### config.mk
export PLATFORM = sky130hd
export DESIGN_NAME = axil_xbar
export DESIGN_NICKNAME = d
export VERILOG_FILES = /design/src/design/soc_bus_pkg.sv /design/src/design/axil_xbar.sv
export VERILOG_INCLUDE_DIRS = /design/src /design/src/include
export SDC_FILE = /design/constraint.sdc
export NUM_CORES = 1
export LEC_CHECK = 0
export BUFFER_PORTS_ARGS = -buffer_cell sky130_fd_sc_hd__buf_2
export CAP_MARGIN = 10
export CORE_AREA = 2 2 227 229
export DETAILED_ROUTE_END_ITERATION = 10
export DIE_AREA = 0 0 229 231
export MAX_ROUTING_LAYER = met4
export PLACE_DENSITY_LB_ADDON = 0.15
export SLEW_MARGIN = 40
export SYNTH_ARGS = -nofsm -noshare
export SYNTH_HDL_FRONTEND = slang
export SYNTH_SLANG_ARGS = --single-unit
### constraint.sdc
create_clock -name i_clk -period 1.8 [get_ports i_clk]
set_input_delay 0.09 -clock i_clk [delete_from_list [all_inputs] [get_ports i_clk]]
set_output_delay 0.09 -clock i_clk [all_outputs]
set_load 0.1 [all_outputs]
### src/include/soc_defines.svh
`ifndef SOC_DEFINES_SVH
`define SOC_DEFINES_SVH

// Bus widths
`define SOC_ADDR_W 32
`define SOC_DATA_W 32
`define SOC_STRB_W 4

// ----------------------------------------
// Address map
// ----------------------------------------

// On-chip RAM, one 4 KiB window
`define SOC_MEM_BASE  32'h0000_0000
`define SOC_MEM_MASK  32'hFFFF_F000
`define SOC_MEM_WORDS 1024

// Peripheral port, 256 MiB window
`define SOC_PERI_BASE 32'h4000_0000
`define SOC_PERI_MASK 32'hF000_0000

// Anything outside both windows gets DECERR

`endif

### src/design/soc_bus_pkg.sv
`default_nettype none

`include "soc_defines.svh"

package soc_bus_pkg;

    typedef logic [`SOC_ADDR_W-1:0] addr_t;
    typedef logic [`SOC_DATA_W-1:0] data_t;
    typedef logic [`SOC_STRB_W-1:0] strb_t;

    typedef enum logic [1:0] {
        OKAY   = 2'b00,
        EXOKAY = 2'b01,
        SLVERR = 2'b10,
        DECERR = 2'b11
    } axil_resp_t;

    // ----------------------------------------
    // Core-side request bus
    // ----------------------------------------
    typedef struct packed {
        logic  req;
        logic  we;
        addr_t addr;
        data_t wdata;
        strb_t wstrb;
    } bus_req_t;

    typedef struct packed {
        logic  gnt;
        logic  rvalid;
        data_t rdata;
        logic  err;
    } bus_rsp_t;

    // ----------------------------------------
    // AXI4-Lite, split by driving side
    // ----------------------------------------
    typedef struct packed {
        addr_t awaddr;
        logic  awvalid;
        data_t wdata;
        strb_t wstrb;
        logic  wvalid;
        logic  bready;
        addr_t araddr;
        logic  arvalid;
        logic  rready;
    } axil_req_t;

    typedef struct packed {
        logic       awready;
        logic       wready;
        axil_resp_t bresp;
        logic       bvalid;
        logic       arready;
        data_t      rdata;
        axil_resp_t rresp;
        logic       rvalid;
    } axil_rsp_t;

    typedef enum logic [1:0] {
        ADP_IDLE,
        ADP_WRITE,
        ADP_READ,
        ADP_RESP
    } adapter_state_t;

    typedef enum logic [1:0] {
        XB_IDLE,
        XB_ROUTE,
        XB_DONE
    } xbar_state_t;

endpackage : soc_bus_pkg

`default_nettype wire

### src/design/axil_xbar.sv
`timescale 1ns/1ps
`default_nettype none

`include "soc_defines.svh"

module axil_xbar
    import soc_bus_pkg::*;
(
    input  logic            i_clk,
    input  logic            i_rst_n,
    input  axil_req_t [1:0] i_mgr,
    output axil_rsp_t [1:0] o_mgr,
    output axil_req_t [1:0] o_sub,
    input  axil_rsp_t [1:0] i_sub
);

    xbar_state_t state_q;
    logic        sel_q;
    logic        tgt_q;
    logic        miss_q;
    logic        rd_q;

    logic      w_m0_valid;
    logic      w_m1_valid;
    logic      w_win;
    logic      w_rd;
    addr_t     w_addr;
    logic      w_hit_mem;
    logic      w_hit_peri;
    axil_req_t w_req;
    axil_rsp_t w_rsp;
    logic      w_done;

    // ----------------------------------------
    // Arbitration and decode
    // ----------------------------------------
    // ibus (master 0) always wins a tie
    assign w_m0_valid = i_mgr[0].arvalid || i_mgr[0].awvalid;
    assign w_m1_valid = i_mgr[1].arvalid || i_mgr[1].awvalid;
    assign w_win      = !w_m0_valid;
    // Read goes first if both AR and AW are up
    assign w_rd       = i_mgr[w_win].arvalid;
    assign w_addr     = w_rd ? i_mgr[w_win].araddr : i_mgr[w_win].awaddr;
    assign w_hit_mem  = (w_addr & `SOC_MEM_MASK) == `SOC_MEM_BASE;
    assign w_hit_peri = (w_addr & `SOC_PERI_MASK) == `SOC_PERI_BASE;

    assign w_req = i_mgr[sel_q];
    assign w_rsp = i_sub[tgt_q];

    // End of the current phase
    always_comb begin
        case (state_q)
            XB_ROUTE: begin
                if (miss_q) begin
                    w_done = rd_q ? w_req.arvalid : (w_req.awvalid && w_req.wvalid);
                end else begin
                    w_done = rd_q ? (w_rsp.rvalid && w_req.rready)
                                  : (w_rsp.bvalid && w_req.bready);
                end
            end
            XB_DONE: w_done = rd_q ? w_req.rready : w_req.bready;
            default: w_done = 1'b0;
        endcase
    end

    always_ff @(posedge i_clk or negedge i_rst_n) begin
        if (!i_rst_n) begin
            state_q <= XB_IDLE;
            sel_q   <= 1'b0;
            tgt_q   <= 1'b0;
            miss_q  <= 1'b0;
            rd_q    <= 1'b0;
        end else begin
            case (state_q)
                XB_IDLE: begin
                    if (w_m0_valid || w_m1_valid) begin
                        state_q <= XB_ROUTE;
                        sel_q   <= w_win;
                        rd_q    <= w_rd;
                        tgt_q   <= !w_hit_mem;
                        miss_q  <= !(w_hit_mem || w_hit_peri);
                    end
                end
                XB_ROUTE: begin
                    if (w_done) begin
                        state_q <= miss_q ? XB_DONE : XB_IDLE;
                    end
                end
                XB_DONE: begin
                    if (w_done) begin
                        state_q <= XB_IDLE;
                    end
                end
                default: state_q <= XB_IDLE;
            endcase
        end
    end

    // ----------------------------------------
    // Channel routing
    // ----------------------------------------
    always_comb begin
        o_mgr = '0;
        o_sub = '0;
        case (state_q)
            XB_ROUTE: begin
                if (!miss_q && rd_q) begin
                    o_sub[tgt_q].araddr  = w_req.araddr;
                    o_sub[tgt_q].arvalid = w_req.arvalid;
                    o_sub[tgt_q].rready  = w_req.rready;
                    o_mgr[sel_q].arready = w_rsp.arready;
                    o_mgr[sel_q].rdata   = w_rsp.rdata;
                    o_mgr[sel_q].rresp   = w_rsp.rresp;
                    o_mgr[sel_q].rvalid  = w_rsp.rvalid;
                end else if (!miss_q) begin
                    o_sub[tgt_q].awaddr  = w_req.awaddr;
                    o_sub[tgt_q].awvalid = w_req.awvalid;
                    o_sub[tgt_q].wdata   = w_req.wdata;
                    o_sub[tgt_q].wstrb   = w_req.wstrb;
                    o_sub[tgt_q].wvalid  = w_req.wvalid;
                    o_sub[tgt_q].bready  = w_req.bready;
                    o_mgr[sel_q].awready = w_rsp.awready;
                    o_mgr[sel_q].wready  = w_rsp.wready;
                    o_mgr[sel_q].bresp   = w_rsp.bresp;
                    o_mgr[sel_q].bvalid  = w_rsp.bvalid;
                end else if (rd_q) begin
                    // Unmapped read, swallow the address here
                    o_mgr[sel_q].arready = 1'b1;
                end else begin
                    o_mgr[sel_q].awready = w_req.awvalid && w_req.wvalid;
                    o_mgr[sel_q].wready  = w_req.awvalid && w_req.wvalid;
                end
            end
            XB_DONE: begin
                // Decode error response, held until the master takes it
                if (rd_q) begin
                    o_mgr[sel_q].rvalid = 1'b1;
                    o_mgr[sel_q].rresp  = DECERR;
                end else begin
                    o_mgr[sel_q].bvalid = 1'b1;
                    o_mgr[sel_q].bresp  = DECERR;
                end
            end
            default: begin
            end
        endcase
    end

endmodule : axil_xbar

`default_nettype wire

=== Word level (Yosys, flattened, before mapping) ===
Index checks and enable logic that the tools add are counted.

* Memories: 0
* Bits in latches: 0
* RAM bits: 0
* Register bits after elaboration: 6
* Bits in read-only memories: 0
* Output and inout port bits: 292
* Input bits: 294

* Reductions and logical operators: 18
* Div/mod/pow operators: 0
* Muxes and demuxes: 75
* Shifts and indexed selects: 0
* Magnitude comparators: 5
* $add $sub $neg: 0
* Bitwise logic cells: 5
* Multiply operators: 0
* Eq/ne operators: 6

{| class="wikitable"
|+ Operators with widths
! kind !! count
|-
| $bwmux 210 || 7
|-
| $demux 105 s1 || 9
|-
| $bwmux 82 || 9
|-
| $mux 210 || 3
|-
| $mux 105 || 5
|-
| $and 210x210->210 || 2
|-
| $demux 41 s1 || 8
|-
| $mux 82 || 4
|-
| $and 82x82->82 || 3
|-
| $pmux 82 s2 || 1
|-
| $mux 41 || 3
|-
| $mux 40 || 2
|-
| $mux 73 || 1
|-
| $mux 36 || 2
|-
| $mux 72 || 1
|-
| $mux 35 || 2
|-
| $mux 39 || 1
|-
| $mux 37 || 1
|-
| $mux 34 || 1
|-
| $logic_not 32->1 || 1
|-
| $mux 32 || 1
|-
| $mux 2 || 5
|-
| $logic_and 1x1->1 || 6
|-
| $lt 1x2->1 const B || 3
|-
| 14 further kinds || 28
|}

=== Logic depth before layout (Yosys ltp) ===
* Depth in word-level cells: 13
* Mapped depth: 9

=== Worst setup path after synthesis ===
Ideal clock, no wire load.

* Path kind: reg2out
* Start: reg state_q[0]
* End: out o_mgr[41] in the netlist's numbering
* Arrival time: 3616 ps
* Slack: -1906 ps
* Path buffers: 2
* Cell stages (with the launch flop): 8
* Cell sequence: dfrtp_1 -> inv_1 -> ha_1 -> clkbuf_1 -> nand3_1 -> or3_1 -> clkbuf_1 -> o21ai_0

{| class="wikitable"
|+ RTL lines
! element !! line !! source
|-
| from (decl) || axil_xbar.sv:17 || <nowiki>xbar_state_t state_q;</nowiki>
|-
| from (signal assigned) || axil_xbar.sv:86 || <nowiki>state_q <= miss_q ? XB_DONE : XB_IDLE;</nowiki>
|-
| to (decl) || axil_xbar.sv:12 || <nowiki>output axil_rsp_t [1:0] o_mgr,</nowiki>
|}

==> impl_metrics.env <==
export IMPL_async_flop_share_pct=100
export IMPL_holdWs_ns=0.266
export IMPL_die_area_mm2=0.0529
export IMPL_fmax_mhz=468
export IMPL_drive_above_1_share_pct=85.1
export IMPL_synth_area_leader_cell="mux2i_1"
export IMPL_clk_pin_slew_ns=0.03
export IMPL_syn_nets=904
export IMPL_synth_common_cells="295 x nor2_1, 140 x mux2i_1, 34 x clkbuf_1"
export IMPL_drt_iter0_markers=153
export IMPL_crit_buf_inv=3
export IMPL_cp_end_kind="output pin"
export IMPL_synth_area_mm2=0.00367
export IMPL_place_ws_ns=-0.283
export IMPL_grt_pass1_vias=7774
export IMPL_grt_first_pass_wirelength_mm=58.6
export IMPL_path_depth=7
export IMPL_max_slew_margin_rel_pct=49.2
export IMPL_antenna_left=0
export IMPL_first_pass_iters=6
export IMPL_power_total_w=0.0137
export IMPL_wl_per_cell_um=21.6
export IMPL_finalCritPeriodShare_pct=119
export IMPL_nNetsFinal=1630
export IMPL_clock_sinks=6
export IMPL_area_growth_pct=331
export IMPL_root_buffer="clkbuf_16"
export IMPL_hpwl_mm=38.4
export IMPL_core_area_mm2=0.0507
export IMPL_io_buffers=585
export IMPL_leakagePower_nw=6.48
export IMPL_setup_slack_ns=-0.337
export IMPL_via_per_inst=3.62
export IMPL_highest_layer="met4"
export IMPL_cts_tree="built"
export IMPL_ys_seq_area_share_pct=4.09
export IMPL_synthFlopType="dfrtp_1"
export IMPL_grt_max_degree=38
export IMPL_crit_chain="inv_2 -> ha_4 -> nand3_2 -> or3_4 -> buf_12 -> nor2_4 -> buf_12"
export IMPL_worst_path_max_delay_cell="or3_4"
export IMPL_hold_viol_final=0
export IMPL_cp_top_family="simple AND/OR/NAND/NOR gates"
export IMPL_tightestPinTransition_ns=0.740
export IMPL_yosysMostFrequentCell="nor2_1"
export IMPL_cts_buffers=3
export IMPL_ys_seq_elements=6
export IMPL_cts_buffer_depth=2
export IMPL_met3_length_mm=3.21
export IMPL_syn_inst=607
export IMPL_chipWidth_um=229
export IMPL_antenna_found_initial=12
export IMPL_power_density_mw_per_mm2=863
export IMPL_yosysWarnings=0
export IMPL_gr_total_overflow=0
export IMPL_drc_errors=0
export IMPL_violations="negative setup slack"
export IMPL_rows=83
export IMPL_drv_cap=0
export IMPL_placedCellCount=1993
export IMPL_synth_edff_count=0
export IMPL_hp_class="input port to async pin"
export IMPL_syn_area_per_cell_um2=6.05
export IMPL_critPathMaxFanout=15
export IMPL_synth_top_area_share_pct=38.1
export IMPL_htree_levels=1
export IMPL_ys_types=50
export IMPL_wl_met1_mm=15.0
export IMPL_io_pins=586
export IMPL_initial_core_util_pct=7.25
export IMPL_synthTopCellsByArea="mux2i_1 38%, nor2_1 30%, dfrtp_1 4.1%"
export IMPL_clock_latency_ns=0.23
export IMPL_min_period_ns=2.14
export IMPL_fin_cells=2022
export IMPL_met2_length_mm=25.0
export IMPL_slew_viol_final=0
export IMPL_skew_ns=0.000996
export IMPL_outcome="complete, but fails checks"
export IMPL_rsz0062_at_grt="true"
export IMPL_start_kind="flip-flop"
export IMPL_cp_common_cell="buf_12"
export IMPL_routed_wl_mm=43.7
export IMPL_gp_routability_congestion=0.869
export IMPL_setup_violations=293
export IMPL_arrival_ns=2.05
export IMPL_num_vias=7319
export IMPL_cp_required_ns=1.71
export IMPL_critPathKind="flip-flop to output pin"
export IMPL_ir_drop_v=0.000450
export IMPL_ff2ff_path_depth=6
export IMPL_grt_use_total_pct=15.8
export IMPL_slowest_delay_ns=0.46
export IMPL_die_h_um=231
==> state kept, by name, summed over array words and instances (netlist names) <==
signal,flops
miss_q,1
rd_q,1
sel_q,1
state_q,2
tgt_q,1
==> kinds of logic after synthesis <==
kind of cell | share of synthesized area [%]
AO/OA/AOI/OAI | 7.66
AND/OR/NAND/NOR | 39.3
flip-flops | 4.09
adder cells (fa/ha/maj) | 1.02
buffers and inverters | 7.32
multiplexers | 40.6
==> metal layers <==
metal / GRT usage [%] / vias up
met1: 15.4 / 3372
met4: 1.62 / 0
li1: - / 3558
met2: 31.9 / 369
met5: - / -
met3: 3.90 / 20
==> report_power, final <==
| group | internal (W) | switching (W) | leakage, nW |
|---|---|---|---|
| combinational | 0.00516 | 0.00790 | 6.38 |
| sequential | 0.000201 | 0.0000572 | 0.0655 |
| clock | 0.000285 | 0.0000763 | 0.0370 |
| total | 0.00564 | 0.00804 | 6.48 |
==> path summary, 6_finish.rpt <==
path,startpoint,endpoint,slack [ns]
worst max-delay path,state_q[0],o_mgr[75],-0.34
worst min-delay path,i_rst_n,sel_q,0.27
worst max register to register,sel_q,state_q[1],-0.14
worst min register to register,rd_q,rd_q,0.63
max in group asynchronous,i_rst_n,sel_q,1.37
min in group i_clk,i_mgr[72],rd_q,0.29
==> area by class of cell <==
cell class | instances | area [um2]
Sequential cell | 6 | 155
Timing Repair Buffer | 776 | 9290
Tap cell | 680 | 851
Multi-Input combinational cell | 540 | 5430
Inverter | 6 | 22.5
Antenna cell | 11 | 27.5
Fill cell | 5302 | 34800
Clock buffer | 3 | 75.1
==> stage by stage <==
stage | util, % | cell area, um2 | TNS (ns)
global placement | 27.9 | 14100 | -22.65
finish | 31.3 | 15800 | -70.23
floorplan | - | 4730 | -215.87
CTS | 29.4 | 14900 | -71.96
global route | 31.3 | 15800 | -91.40
detailed placement | 27.9 | 14100 | -22.92
==> cell usage in the layout (no fill, tap or decap), types with 2 or more instances in the layout <==
cell and n:
nor2_2 70, nor2_1 15, buf_2 293, a21oi_1 7, mux2i_1 108, or4b_1 2, nor3_1 6, nand2_1 6
nor4_1 7, nand3b_1 2, ha_4 2, o21ai_2 2, o21ai_4 6, nor3_4 3, mux2i_4 7, nand4_1 3
o21ai_0 4, mux2i_2 25, or4_1 5, nand3_1 3, nor4_2 2, buf_12 320, or3_4 2, buf_16 3
inv_2 3, mux2_2 6, nor2_4 210, a311oi_1 3, dfrtp_1 4, buf_4 148, a31oi_4 3, diode_2 11
buf_6 4, inv_1 3, nand2_4 3, clkbuf_16 9
==> what timing repair did <==
action / CTS / global route
hold buffers: 1 / 0
hold endpoints to repair: 6 / 0
pin swaps: 8 / 9
endpoints found under the setup margin: 294 / 295
gates resized for setup: 191 / 175
cloned: 2 / 8
setup buffers: 3 / 2
Power figures use the tool's default switching activity.
