File: src/include/soc_defines.svh
`ifndef SOC_DEFINES_SVH
`define SOC_DEFINES_SVH

// Bus widths
`define SOC_ADDR_W 32
`define SOC_DATA_W 32
`define SOC_STRB_W 4

// ----------------------------------------
// Address map
// ----------------------------------------

// On-chip RAM, one 4 KiB window
`define SOC_MEM_BASE  32'h0000_0000
`define SOC_MEM_MASK  32'hFFFF_F000
`define SOC_MEM_WORDS 1024

// Peripheral port, 256 MiB window
`define SOC_PERI_BASE 32'h4000_0000
`define SOC_PERI_MASK 32'hF000_0000

// Anything outside both windows gets DECERR

`endif

File: src/design/soc_bus_pkg.sv
`default_nettype none

`include "soc_defines.svh"

package soc_bus_pkg;

    typedef logic [`SOC_ADDR_W-1:0] addr_t;
    typedef logic [`SOC_DATA_W-1:0] data_t;
    typedef logic [`SOC_STRB_W-1:0] strb_t;

    typedef enum logic [1:0] {
        OKAY   = 2'b00,
        EXOKAY = 2'b01,
        SLVERR = 2'b10,
        DECERR = 2'b11
    } axil_resp_t;

    // ----------------------------------------
    // Core-side request bus
    // ----------------------------------------
    typedef struct packed {
        logic  req;
        logic  we;
        addr_t addr;
        data_t wdata;
        strb_t wstrb;
    } bus_req_t;

    typedef struct packed {
        logic  gnt;
        logic  rvalid;
        data_t rdata;
        logic  err;
    } bus_rsp_t;

    // ----------------------------------------
    // AXI4-Lite, split by driving side
    // ----------------------------------------
    typedef struct packed {
        addr_t awaddr;
        logic  awvalid;
        data_t wdata;
        strb_t wstrb;
        logic  wvalid;
        logic  bready;
        addr_t araddr;
        logic  arvalid;
        logic  rready;
    } axil_req_t;

    typedef struct packed {
        logic       awready;
        logic       wready;
        axil_resp_t bresp;
        logic       bvalid;
        logic       arready;
        data_t      rdata;
        axil_resp_t rresp;
        logic       rvalid;
    } axil_rsp_t;

    typedef enum logic [1:0] {
        ADP_IDLE,
        ADP_WRITE,
        ADP_READ,
        ADP_RESP
    } adapter_state_t;

    typedef enum logic [1:0] {
        XB_IDLE,
        XB_ROUTE,
        XB_DONE
    } xbar_state_t;

endpackage : soc_bus_pkg

`default_nettype wire

File: src/design/bus_to_axil.sv
`timescale 1ns/1ps
`default_nettype none

module bus_to_axil
    import soc_bus_pkg::*;
#(
    parameter bit READ_ONLY = 1'b0
) (
    input  logic      i_clk,
    input  logic      i_rst_n,
    input  bus_req_t  i_bus,
    output bus_rsp_t  o_bus,
    output axil_req_t o_axil,
    input  axil_rsp_t i_axil
);

    adapter_state_t state_q;
    logic           awvalid_q;
    logic           wvalid_q;
    logic           arvalid_q;
    addr_t          addr_q;
    data_t          wdata_q;
    strb_t          wstrb_q;
    data_t          rdata_q;
    logic           err_q;

    logic w_accept;
    logic w_is_write;
    logic w_b_fire;
    logic w_r_fire;

    // Grant only while idle, so one request is in flight at a time
    assign w_accept   = i_bus.req && (state_q == ADP_IDLE);
    // Instruction side turns every request into a read
    assign w_is_write = i_bus.we && !READ_ONLY;
    assign w_b_fire   = i_axil.bvalid && (state_q == ADP_WRITE);
    assign w_r_fire   = i_axil.rvalid && (state_q == ADP_READ);

    // ----------------------------------------
    // Control FSM
    // ----------------------------------------
    always_ff @(posedge i_clk or negedge i_rst_n) begin
        if (!i_rst_n) begin
            state_q   <= ADP_IDLE;
            awvalid_q <= 1'b0;
            wvalid_q  <= 1'b0;
            arvalid_q <= 1'b0;
        end else begin
            case (state_q)
                ADP_IDLE: begin
                    if (w_accept && w_is_write) begin
                        state_q   <= ADP_WRITE;
                        awvalid_q <= 1'b1;
                        wvalid_q  <= 1'b1;
                    end else if (w_accept) begin
                        state_q   <= ADP_READ;
                        arvalid_q <= 1'b1;
                    end
                end
                ADP_WRITE: begin
                    // AW and W may be taken in different cycles
                    if (i_axil.awready) begin
                        awvalid_q <= 1'b0;
                    end
                    if (i_axil.wready) begin
                        wvalid_q <= 1'b0;
                    end
                    if (w_b_fire) begin
                        state_q <= ADP_RESP;
                    end
                end
                ADP_READ: begin
                    if (i_axil.arready) begin
                        arvalid_q <= 1'b0;
                    end
                    if (w_r_fire) begin
                        state_q <= ADP_RESP;
                    end
                end
                default: state_q <= ADP_IDLE;
            endcase
        end
    end

    // Request and response payload
    always_ff @(posedge i_clk) begin
        if (w_accept) begin
            addr_q  <= i_bus.addr;
            wdata_q <= i_bus.wdata;
            wstrb_q <= i_bus.wstrb;
        end
        if (w_b_fire) begin
            rdata_q <= '0;
            err_q   <= (i_axil.bresp != OKAY);
        end else if (w_r_fire) begin
            rdata_q <= i_axil.rdata;
            err_q   <= (i_axil.rresp != OKAY);
        end
    end

    always_comb begin
        o_bus.gnt      = w_accept;
        o_bus.rvalid   = (state_q == ADP_RESP);
        o_bus.rdata    = rdata_q;
        o_bus.err      = err_q;

        o_axil.awaddr  = addr_q;
        o_axil.awvalid = awvalid_q;
        o_axil.wdata   = wdata_q;
        o_axil.wstrb   = wstrb_q;
        o_axil.wvalid  = wvalid_q;
        o_axil.bready  = (state_q == ADP_WRITE);
        o_axil.araddr  = addr_q;
        o_axil.arvalid = arvalid_q;
        o_axil.rready  = (state_q == ADP_READ);
    end

endmodule : bus_to_axil

`default_nettype wire

File: config.mk
export PLATFORM = sky130hd
export DESIGN_NAME = bus_to_axil
export DESIGN_NICKNAME = d
export VERILOG_FILES = /design/src/design/soc_bus_pkg.sv /design/src/design/bus_to_axil.sv
export VERILOG_INCLUDE_DIRS = /design/src /design/src/include
export SDC_FILE = /design/constraint.sdc
export NUM_CORES = 1
export LEC_CHECK = 0
export BUFFER_PORTS_ARGS = -buffer_cell sky130_fd_sc_hd__buf_4
export CAP_MARGIN = 40
export CORE_MARGIN = 3
export CORE_UTILIZATION = 45
export CTS_CLUSTER_SIZE = 20
export DETAILED_ROUTE_END_ITERATION = 12
export HOLD_SLACK_MARGIN = 0.03
export PLACE_DENSITY = 0.88
export RECOVER_POWER = 100
export SLEW_MARGIN = 20
export SYNTH_ARGS = -nofsm -noshare
export SYNTH_HDL_FRONTEND = slang
export SYNTH_SLANG_ARGS = --single-unit
File: constraint.sdc
create_clock -name i_clk -period 9.2 [get_ports i_clk]
set_clock_uncertainty 0.05 [all_clocks]
set_input_delay 1.38 -clock i_clk [delete_from_list [all_inputs] [get_ports i_clk]]
set_output_delay 1.38 -clock i_clk [all_outputs]
set_load 0.005 [all_outputs]
Word-level counts from Yosys, hierarchy flattened
Cells that the tools add are included.
Widths: inputs -> output; s select.
{"block": "word_totals", "regBits": 106, "elab_cells": 51, "out_inout_bits": 140}
{"block": "op_classes", "n_eq_ne": 12, "reduce_logical": 14, "n_mux": 16}
{"cell": "$ne 2x1->1 const B", "n": 6}
{"cell": "$reduce_bool 2->1", "n": 5}
{"cell": "$reduce_and 3->1", "n": 3}
{"cell": "$mux 1", "n": 8}
{"cell": "$mux 2", "n": 4}
{"cell": "$pmux 1 s2", "n": 3}
{"cell": "$pmux 2 s3", "n": 1}
{"cell": "$eq 2x2->1 const B", "n": 2}
{"cell": "$logic_and 1x1->1", "n": 4}
{"cell": "$ne 2x2->1 const B", "n": 2}
{"cell": "$reduce_and 4->1", "n": 1}
{"cell": "$ne 3x2->1 const B", "n": 1}
{"cell": "$eq 2x1->1 const B", "n": 1}
{"cell": "$logic_not 2->1", "n": 1}

Depth between registers and ports, before layout
Gate-level depths: netlist of the first run.
{"block": "depth", "ltp_word": 5, "mapped_depth": 7, "ltp_nobuf": 5}

Least setup slack after synthesis of the first run
No wires, ideal clock.
{"block": "synth_timing", "path_type": "input -> output", "from": "input i_bus[69] (netlist name)", "to": "output o_bus[34] (netlist name)", "t_required_ns": 7.770, "stages": 2, "path_slack_ns": 4.473, "arrival_ns": 3.297, "cell_sequence": "and2_1 > buf_4"}
{"item": "start, declared", "line_no": "bus_to_axil.sv:11", "rtl": "input bus_req_t i_bus,"}
{"item": "end, declared", "line_no": "bus_to_axil.sv:12", "rtl": "output bus_rsp_t o_bus,"}

==> results of run 1 <==
metal layers:
layer | up-vias | wire length, µm
met3 | 10 | 954
met2 | 155 | 6050
met4 | 0 | 146
met5 | - | 0
li1 | 1388 | -
met1 | 1419 | 3820
per-stage QoR:
stage	power, mW	setup WS [ns]	instance area [µm²]
after global placement	1.24	5.25	5540
after detailed placement	1.28	5.22	5570
final	1.50	5.11	5640
after global routing	1.59	4.99	5640
after floorplan	0.984	4.47	3860
after CTS	1.57	5.22	5770
sequential cells by signal, summed over array words and instances, names as in the netlist:
| signal | count |
|---|---|
| addr_q | 32 |
| arvalid_q | 1 |
| awvalid_q | 1 |
| err_q | 1 |
| rdata_q | 32 |
| state_q | 2 |
| wdata_q | 32 |
| wstrb_q | 4 |
| wvalid_q | 1 |
layout by cell type, fill, tap and decap left out, drive strengths merged, types with 3 or more instances in the layout:
master  synthesis  routed
a21oi          35      35
and2            3       3
buf            48      42
clkbuf          0     224
clkinv          0       4
dfrtp           5       5
dfxtp          32      32
edfxtp         69      69
ha              5       5
inv             4       6
nand2          72      72
nand2b          3       3
o21ai           3       3
path summary, 6_finish.rpt:
kind | slack [ns] | to | cells past startpoint | start
worst max-delay path | 5.11 | o_bus[34] | 5 | i_bus[69]
worst min-delay path | 0.41 | rdata_q[5] | 2 | rdata_q[5]
worst max register to register | 6.47 | err_q | 5 | state_q[1]
worst min register to register | 0.41 | rdata_q[5] | 2 | rdata_q[5]
max in group asynchronous | 8.05 | wvalid_q | 1 | i_rst_n
min in group asynchronous | 0.81 | arvalid_q | 1 | i_rst_n
critical path: cells and delay by family:
kind / cells / cell delay (ns)
buffers and inverters: 4 / 1.08
and+or+nand+nor: 1 / 0.19
cell type report:
type | count | area share (%)
inverters | 4 | 0.266
flip-flops and latches | 106 | 50.4
multi-input cells | 132 | 11.4
clock inverters | 7 | 1.35
well taps | 105 | 2.33
clock buffers | 9 | 2.20
repair buffers | 257 | 32.1
Yosys cell counts, drive strengths merged:
master  number
a21boi       1
a21oi       35
a31oi        1
and2         3
and3b        1
buf         48
dfrtp        5
dfxtp       32
edfxtp      69
ha           5
inv          4
mux2         1
mux2i        2
nand2       72
nand2b       3
nor2         2
nor3         1
o21ai        3
o21bai       1
o221ai       1
kinds of logic after synthesis:
logic type | after synthesis | synth area share, %
flip-flops | 106 | 73.6
AND/OR/NAND/NOR | 82 | 8.53
buffers and inverters | 52 | 9.57
AO/OA/AOI/OAI | 42 | 5.87
adder cells (fa/ha/maj) | 5 | 1.62
multiplexers | 3 | 0.811
power breakdown:
part / switching [mW] / total (mW) / internal, mW
Combinational: 0.242 / 0.485 / 0.243
Clock: 0.160 / 0.289 / 0.129
Sequential: 0.0672 / 0.728 / 0.661
==> results.sh, run 1 <==
export IMPL_root_buffer="clkbuf_8"
export IMPL_core_mm2=0.00826
export IMPL_syn_avg_cell_area_um2=13.3
export IMPL_violations="capacitance limit, slew limit"
export IMPL_leakagePower_nw=2.41
export IMPL_post_place_cells=603
export IMPL_grt_total_usage_pct=21.6
export IMPL_cp_max_fo=65
export IMPL_crit_slowest_cell="buf_16"
export IMPL_worstSetupPathType="in2out"
export IMPL_io_buffers=252
export IMPL_multi_input_area_um2=644
export IMPL_ioPinCount=253
export IMPL_final_period_utilization_pct=44.5
export IMPL_die_x_um=98.6
export IMPL_drt_iter0_drc=104
export IMPL_grt_ovfl_total=0
export IMPL_crit_path_end_kind="output port"
export IMPL_drt_pass1_iterations=5
export IMPL_setup_tns_ns=0
export IMPL_status="finished, violations left"
export IMPL_die_area_mm2=0.00972
export IMPL_fin_nets=628
export IMPL_cts_tree="yes"
export IMPL_drc=0
export IMPL_htreeDepth=3
export IMPL_powerDensity_mw_per_mm2=267
export IMPL_clock_fmax_mhz=245
export IMPL_wl_per_cell_um=17.7
export IMPL_fill_cells=654
export IMPL_syn_num_nets=408
export IMPL_finalCriticalPeriod_ns=4.09
export IMPL_synth_cell_area_mm2=0.00386
export IMPL_yosys_register_bits=106
export IMPL_path_cells="clkbuf_1, and2_2, clkbuf_1, buf_16, clkbuf_4"
export IMPL_drive_gt1_share_pct=45.8
export IMPL_cts_setup_buffers=0
export IMPL_vdd_ir_drop_max_uv=156
export IMPL_clock_path_buffers=2
export IMPL_seqCellArea_mm2=0.00284
export IMPL_path_clk_slew_ns=0.08
export IMPL_grt_max_degree=70
export IMPL_dp_hpwl_um=8680
export IMPL_cpPeakStageDelay_ns=0.33
export IMPL_critical_path_arrival_ns=2.66
export IMPL_finalHoldViolations=0
export IMPL_min_path_type="reg2reg"
export IMPL_finalMaxSlewViolations=36
export IMPL_postRouteAntennaNets=0
export IMPL_instances_no_fill=620
export IMPL_vias_per_cell=4.79
export IMPL_grt_busiest_layer="met2"
export IMPL_diodes=0
export IMPL_holdBufCountCts=0
export IMPL_area_delta_synth_final_pct=46.1
export IMPL_yosysWarnings=0
export IMPL_rows=33
export IMPL_finalSetupViolations=0
export IMPL_synth_top_area_share_pct=53.7
export IMPL_final_core_util_pct=68.2
export IMPL_hold_slack_ns=0.407
export IMPL_use_met2_pct=39.9
export IMPL_start_util_pct=46.7
export IMPL_routed_wl_um=11000
export IMPL_relSlewSlack_pct=-2.47
export IMPL_synth_top_area_cell="edfxtp_1"
export IMPL_grt_pass1_vias=2998
export IMPL_drv_cap=1
export IMPL_tightest_slew_ns=1.54
export IMPL_startpoint_type="input pin"
export IMPL_clock_sinks=106
export IMPL_grt_pass1_wl_um=16100
export IMPL_clk_latency_ns=0.36
export IMPL_cp_common_cell="clkbuf_1"
export IMPL_gp_congestion=0.809
export IMPL_met1_usage_pct=23.9
export IMPL_die_h_um=98.6
export IMPL_required_ns=7.77
export IMPL_ys_seq_area_share_pct=73.6
export IMPL_numCtsBuffers=9
export IMPL_cts_repair_resized=0
export IMPL_rsz0062_at_grt="false"
export IMPL_grtUsageMet3_pct=6.94
export IMPL_synthTopCellsByArea="edfxtp_1 54%, dfxtp_1 17%, buf_4 7.4%, nand2_1 7.0%, a21oi_1 4.5%"
export IMPL_antenna_found_initial=0
export IMPL_synthCells=290
export IMPL_vias=2972
export IMPL_ys_types=23
Power figures use the tool's default switching activity.
==> inputs of run 2 (changes only) <==
--- a/config.mk
+++ b/config.mk
@@ -6,14 +6,15 @@
 export SDC_FILE = /design/constraint.sdc
 export NUM_CORES = 1
 export LEC_CHECK = 0
+export ABC_AREA = 1
 export BUFFER_PORTS_ARGS = -buffer_cell sky130_fd_sc_hd__buf_4
 export CAP_MARGIN = 40
 export CORE_MARGIN = 3
-export CORE_UTILIZATION = 45
+export CORE_UTILIZATION = 42
 export CTS_CLUSTER_SIZE = 20
 export DETAILED_ROUTE_END_ITERATION = 12
 export HOLD_SLACK_MARGIN = 0.03
-export PLACE_DENSITY = 0.88
+export PLACE_DENSITY = 0.83
 export RECOVER_POWER = 100
 export SLEW_MARGIN = 20
 export SYNTH_ARGS = -nofsm -noshare
==> constraint.sdc (replaced) <==
create_clock -name i_clk -period 4.2 [get_ports i_clk]
set_clock_uncertainty 0.05 [all_clocks]
set_input_delay 0.63 -clock i_clk [delete_from_list [all_inputs] [get_ports i_clk]]
set_output_delay 0.63 -clock i_clk [all_outputs]
set_load 0.005 [all_outputs]
==> run 2 against run 1 <==
Effect of this change:
- critical path type is now reg2reg
- the run now ends clean
- cell count increased by 2.4%
- combinational power up 130%
- synthesized cell count rose by 3.8%
- largest power group unchanged
==> results.sh, run 2 <==
export IMPL_synthMostInstantiatedCell="edfxtp_1"
export IMPL_die_x_um=102
export IMPL_synthCells=301
export IMPL_cp_top_family="simple AND/OR/NAND/NOR gates"
export IMPL_cp_num_buf_inv=2
export IMPL_holdPathStages=1
export IMPL_vias=2933
export IMPL_area_delta_synth_final_pct=46.5
export IMPL_antenna_found_initial=0
export IMPL_clk_latency_ns=0.34
export IMPL_die_area_mm2=0.0103
export IMPL_synth_cell_area_mm2=0.00384
export IMPL_root_buffer="clkbuf_8"
export IMPL_layout_common_cells="171 x clkbuf_4, 69 x edfxtp_1, 66 x nor2_1"
export IMPL_cp_max_fo=34
export IMPL_dp_hpwl_um=7970
export IMPL_final_core_util_pct=64.0
export IMPL_path_cells="inv_1, ha_1, nand2_1, clkinv_2, nor2_1, nor2_1"
export IMPL_top_regs="addr_q (32), rdata_q (32), wdata_q (32)"
export IMPL_synth_common_cells="69 x edfxtp_1, 66 x nor2_1, 37 x buf_4"
export IMPL_cp_common_cell="nor2_1"
export IMPL_grtUsageMet3_pct=7.85
export IMPL_drive_gt1_share_pct=44.6
export IMPL_ioPinCount=253
export IMPL_leakagePower_nw=2.48
export IMPL_critical_path_arrival_ns=2.79
export IMPL_layout_commonest_cell="clkbuf_4"
export IMPL_die_h_um=102
export IMPL_cts_repair_resized=0
export IMPL_gp_congestion=0.737
export IMPL_setup_tns_ns=0
export IMPL_grt_ovfl_total=0
export IMPL_io_buffers=252
export IMPL_drv_cap=0
export IMPL_worstSetupPathType="reg2reg"
export IMPL_min_path_type="in2reg"
export IMPL_synth_top_area_share_pct=53.9
export IMPL_grt_busiest_layer="met2"
export IMPL_wl_per_cell_um=15.8
export IMPL_finalMaxSlewViolations=0
export IMPL_crit_path_end_kind="flip-flop"
export IMPL_grt_total_usage_pct=18.6
export IMPL_tightest_slew_ns=0.968
export IMPL_clock_path_buffers=2
export IMPL_startpoint_type="flip-flop"
export IMPL_final_period_utilization_pct=62.1
export IMPL_yosysWarnings=0
export IMPL_grt_pass1_vias=2854
export IMPL_powerDensity_mw_per_mm2=588
export IMPL_ys_flop_type="edfxtp_1"
export IMPL_grt_pass1_wl_um=14500
export IMPL_worstRegToRegCells=6
export IMPL_crit_slowest_cell="nand2_1"
export IMPL_cts_tree="yes"
export IMPL_routed_wl_um=10000
export IMPL_clock_sinks=106
export IMPL_finalCriticalPeriod_ns=2.61
export IMPL_finalHoldViolations=0
export IMPL_relSlewSlack_pct=35.3
export IMPL_met1_usage_pct=20.2
export IMPL_htreeDepth=3
export IMPL_syn_num_nets=419
export IMPL_drt_iter0_drc=72
export IMPL_use_met2_pct=32.7
export IMPL_core_mm2=0.00881
export IMPL_cpPeakStageDelay_ns=0.73
export IMPL_synth_edf_count=69
export IMPL_drc=0
export IMPL_rsz0062_at_grt="false"
export IMPL_synthTopCellsByArea="edfxtp_1 54%, dfxtp_1 17%, buf_4 7.2%, nor2_1 6.4%, o21ai_0 3.8%"
export IMPL_vdd_ir_drop_max_uv=294
export IMPL_cp_num_cells=6
export IMPL_synth_async_reset_ratio_pct=4.72
export IMPL_synth_top_area_cell="edfxtp_1"
export IMPL_vias_per_cell=4.62
export IMPL_numCtsBuffers=9
export IMPL_postRouteAntennaNets=0
export IMPL_diodes=0
export IMPL_ys_types=19
export IMPL_syn_avg_cell_area_um2=12.8
export IMPL_finalSetupViolations=0
export IMPL_fin_nets=640
export IMPL_status="finished, final reports clean"
export IMPL_grt_max_degree=69
export IMPL_ys_seq_area_share_pct=73.8
export IMPL_path_clk_slew_ns=0.10
export IMPL_clock_fmax_mhz=383
export IMPL_start_util_pct=43.7
export IMPL_drt_pass1_iterations=4
export IMPL_yosys_register_bits=106
export IMPL_rows=34
export IMPL_required_ns=4.39
run 2: cell types whose count changed in the layout (fill, tap and decap cells not counted), sizes merged, moves of 4 or more:
| cell | change |
|---|---|
| o21ai | +32 |
| nor2 | +64 |
| a21oi | -35 |
| nand2 | -47 |
| nand3 | +4 |
| inv | +4 |
run 2: metrics by stage:
step	hold WS, ns	total power [mW]	cells	setup slack, ns	area (µm²)
global placement	0.389	2.81	616	2.12	5540
global route	0.386	3.55	635	1.23	5630
floorplan	0.284	2.21	301	1.08	3840
detailed placement	0.390	2.87	616	2.02	5540
finish	0.421	3.31	635	1.59	5630
CTS	0.378	3.46	633	2.00	5740
run 2: kinds of logic after synthesis:
kind of cell	Yosys count	share of synthesized area (%)
compound gates	35	4.56
flops	106	73.8
fa+ha+maj	5	1.63
buf+inv	56	9.89
simple gates	99	10.1
run 2: power by group:
part | total, mW | internal, mW | switching, mW | leakage [nW]
Combinational | 1.12 | 0.548 | 0.570 | 1.41
Sequential | 1.60 | 1.46 | 0.142 | 0.971
Clock | 0.591 | 0.256 | 0.335 | 0.0962
run 2: worst paths after layout:
check,to,start,slack (ns)
min in group asynchronous,state_q[0],i_rst_n,0.62
hold / removal,addr_q[14],i_bus[50],0.42
setup / recovery,rdata_q[5],state_q[0],1.59
setup reg to reg,rdata_q[5],state_q[0],1.59
max in group asynchronous,awvalid_q,i_rst_n,3.24
hold reg to reg,rdata_q[6],rdata_q[6],0.44
run 2: cell type report:
type	count	area (µm²)
clock buffers	12	156
well taps	108	135
flip-flops and latches	106	2840
fillers	698	3170
clock inverters	4	33.8
multi-input cells	139	624
repair buffers	256	1810
inverters	10	38.8
run 2: per-layer routing:
| metal | vias up | routed length, µm |
|---|---|---|
| met5 | - | 0 |
| met4 | 0 | 128 |
| met3 | 10 | 1050 |
| met2 | 145 | 5360 |
| met1 | 1367 | 3510 |
| li1 | 1411 | - |
run 2: what timing repair did:
action | CTS | global route
setup buffers | 0 | 0
hold buffers | 1 | 0
hold endpoints to repair | 5 | 0
==> inputs of run 3 (changes only) <==
--- a/config.mk
+++ b/config.mk
@@ -10,11 +10,11 @@
 export BUFFER_PORTS_ARGS = -buffer_cell sky130_fd_sc_hd__buf_4
 export CAP_MARGIN = 40
 export CORE_MARGIN = 3
-export CORE_UTILIZATION = 42
+export CORE_UTILIZATION = 38
 export CTS_CLUSTER_SIZE = 20
 export DETAILED_ROUTE_END_ITERATION = 12
 export HOLD_SLACK_MARGIN = 0.03
-export PLACE_DENSITY = 0.83
+export PLACE_DENSITY = 0.79
 export RECOVER_POWER = 100
 export SLEW_MARGIN = 20
 export SYNTH_ARGS = -nofsm -noshare
==> constraint.sdc (replaced) <==
create_clock -name i_clk -period 2.2 [get_ports i_clk]
set_clock_uncertainty 0.05 [all_clocks]
set_input_delay 0.33 -clock i_clk [delete_from_list [all_inputs] [get_ports i_clk]]
set_output_delay 0.33 -clock i_clk [all_outputs]
set_load 0.005 [all_outputs]
==> run 3 against run 2 <==
Effect of this change:
- sequential share of layout area about the same
- power is 93% higher
- register-to-register slack worse by 1.4 ns
- largest power group unchanged
- hold slack worse by 0.32 ns
==> results.sh, run 3 (synthesis results as in run 2) <==
export IMPL_status="finished, final reports clean"
export IMPL_crit_slowest_cell="buf_2"
export IMPL_grt_max_degree=34
export IMPL_use_met2_pct=32.6
export IMPL_io_buffers=252
export IMPL_worstSetupPathType="reg2reg"
export IMPL_vias_per_cell=4.49
export IMPL_finalCriticalPeriod_ns=1.99
export IMPL_dpl_instance_area_mm2=0.00564
export IMPL_cp_num_buf_inv=3
export IMPL_fin_nets=641
export IMPL_layout_commonest_cell="clkbuf_4"
export IMPL_drc=0
export IMPL_grt_busiest_layer="met2"
export IMPL_die_h_um=107
export IMPL_wl_per_cell_um=16.0
export IMPL_worstRegToRegCells=5
export IMPL_die_area_mm2=0.0114
export IMPL_hold_slack_ns=0.105
export IMPL_grt_ovfl_total=0
export IMPL_rows=36
export IMPL_cts_setup_buffers=0
export IMPL_path_cells="inv_2, ha_4, nand2_4, clkinvlp_4, buf_2"
export IMPL_powerDensity_mw_per_mm2=1130
export IMPL_grtUsageMet3_pct=6.26
export IMPL_finalHoldViolations=0
export IMPL_drt_iter0_drc=143
export IMPL_cp_top_family="buffers and inverters"
export IMPL_final_cell_area_mm2=0.00563
export IMPL_start_util_pct=39.2
export IMPL_crit_path_end_kind="flip-flop"
export IMPL_cts_tree="yes"
export IMPL_htreeDepth=3
export IMPL_critical_path_arrival_ns=1.94
export IMPL_drt_pass1_iterations=4
export IMPL_path_clk_slew_ns=0.10
export IMPL_tightest_slew_ns=0.695
export IMPL_holdPathStages=1
export IMPL_antenna_found_initial=0
export IMPL_hp_start="i_bus[52]"
export IMPL_root_buffer="clkbuf_8"
export IMPL_r2r_end="wdata_q[12]"
export IMPL_die_x_um=107
export IMPL_leakagePower_nw=2.44
export IMPL_cp_max_fo=31
export IMPL_relSlewSlack_pct=53.6
export IMPL_finalSetupViolations=0
export IMPL_holdBufCountCts=1
export IMPL_met1_usage_pct=19.2
export IMPL_gp_congestion=0.763
export IMPL_grt_pass1_vias=2892
export IMPL_grt_pass1_wl_um=15600
export IMPL_routed_wl_um=10600
export IMPL_postRouteAntennaNets=0
export IMPL_dp_hpwl_um=8470
export IMPL_vdd_ir_drop_max_uv=549
export IMPL_finalMaxSlewViolations=0
export IMPL_top_regs="addr_q (32), rdata_q (32), wdata_q (32)"
export IMPL_clock_path_buffers=2
export IMPL_min_to="addr_q[16]"
export IMPL_clock_fmax_mhz=502
export IMPL_core_mm2=0.00982
export IMPL_clock_sinks=106
export IMPL_drive_gt1_share_pct=43.9
export IMPL_layout_common_cells="162 x clkbuf_4, 69 x edfxtp_1, 66 x nor2_1"
export IMPL_grt_total_usage_pct=18.1
export IMPL_ioPinCount=253
export IMPL_numCtsBuffers=9
export IMPL_required_ns=2.15
export IMPL_area_delta_synth_final_pct=46.4
export IMPL_cpPeakStageDelay_ns=0.59
export IMPL_min_path_type="in2reg"
export IMPL_rrSetupSlack_ns=0.21
export IMPL_r2r_start="state_q[1]"
export IMPL_drv_cap=0
export IMPL_clk_latency_ns=0.36
export IMPL_cts_repair_resized=0
export IMPL_rsz0062_at_grt="false"
export IMPL_startpoint_type="flip-flop"
export IMPL_vias=2970
export IMPL_final_period_utilization_pct=90.6
export IMPL_diodes=0
==> run 3: stage by stage <==
step	cells	worst slack (ns)	setup TNS [ns]	util [%]	power (mW)
finish	661	0.206	0	57.3	6.38
detailed placement	644	0.511	0	57.4	5.58
CTS	661	0.149	0	59.5	6.77
floorplan	301	-0.104	-0.104	-	4.27
global route	661	0.0714	0	57.3	6.84
global placement	644	0.598	0	57.4	5.46
==> run 3: area by class of cell <==
cell class              instances  area (µm²)
fillers                       863        4190
repair buffers                257        1750
multi-input cells             139         644
well taps                     133         166
inverters                      10        41.3
clock inverters                 6        65.1
flip-flops and latches        106        2840
clock buffers                  10         128
==> run 3: worst max-delay path by stage <==
stage	start	slack, ns	to	cells after the start
after CTS	state_q[0]	0.15	o_bus[34]	5
after floorplan	state_q[0]	-0.10	o_bus[34]	5
after global routing	state_q[1]	0.07	addr_q[19]	5
after global placement	state_q[1]	0.60	rdata_q[8]	6
after detailed placement	state_q[0]	0.51	rdata_q[11]	6
final	state_q[1]	0.21	wdata_q[12]	5
==> run 3: power by group <==
group / leakage [nW] / internal (mW) / switching, mW
combinational: 1.38 / 1.00 / 1.12
sequential: 0.971 / 2.80 / 0.270
clock: 0.0932 / 0.531 / 0.659
==> run 3: layer usage <==
layer	up-vias	share of wire, %	wire [µm]
li1	1415	-	-
met5	-	0	0
met3	17	9.1	961
met2	146	54	5670
met4	0	2.3	242
met1	1392	35	3680
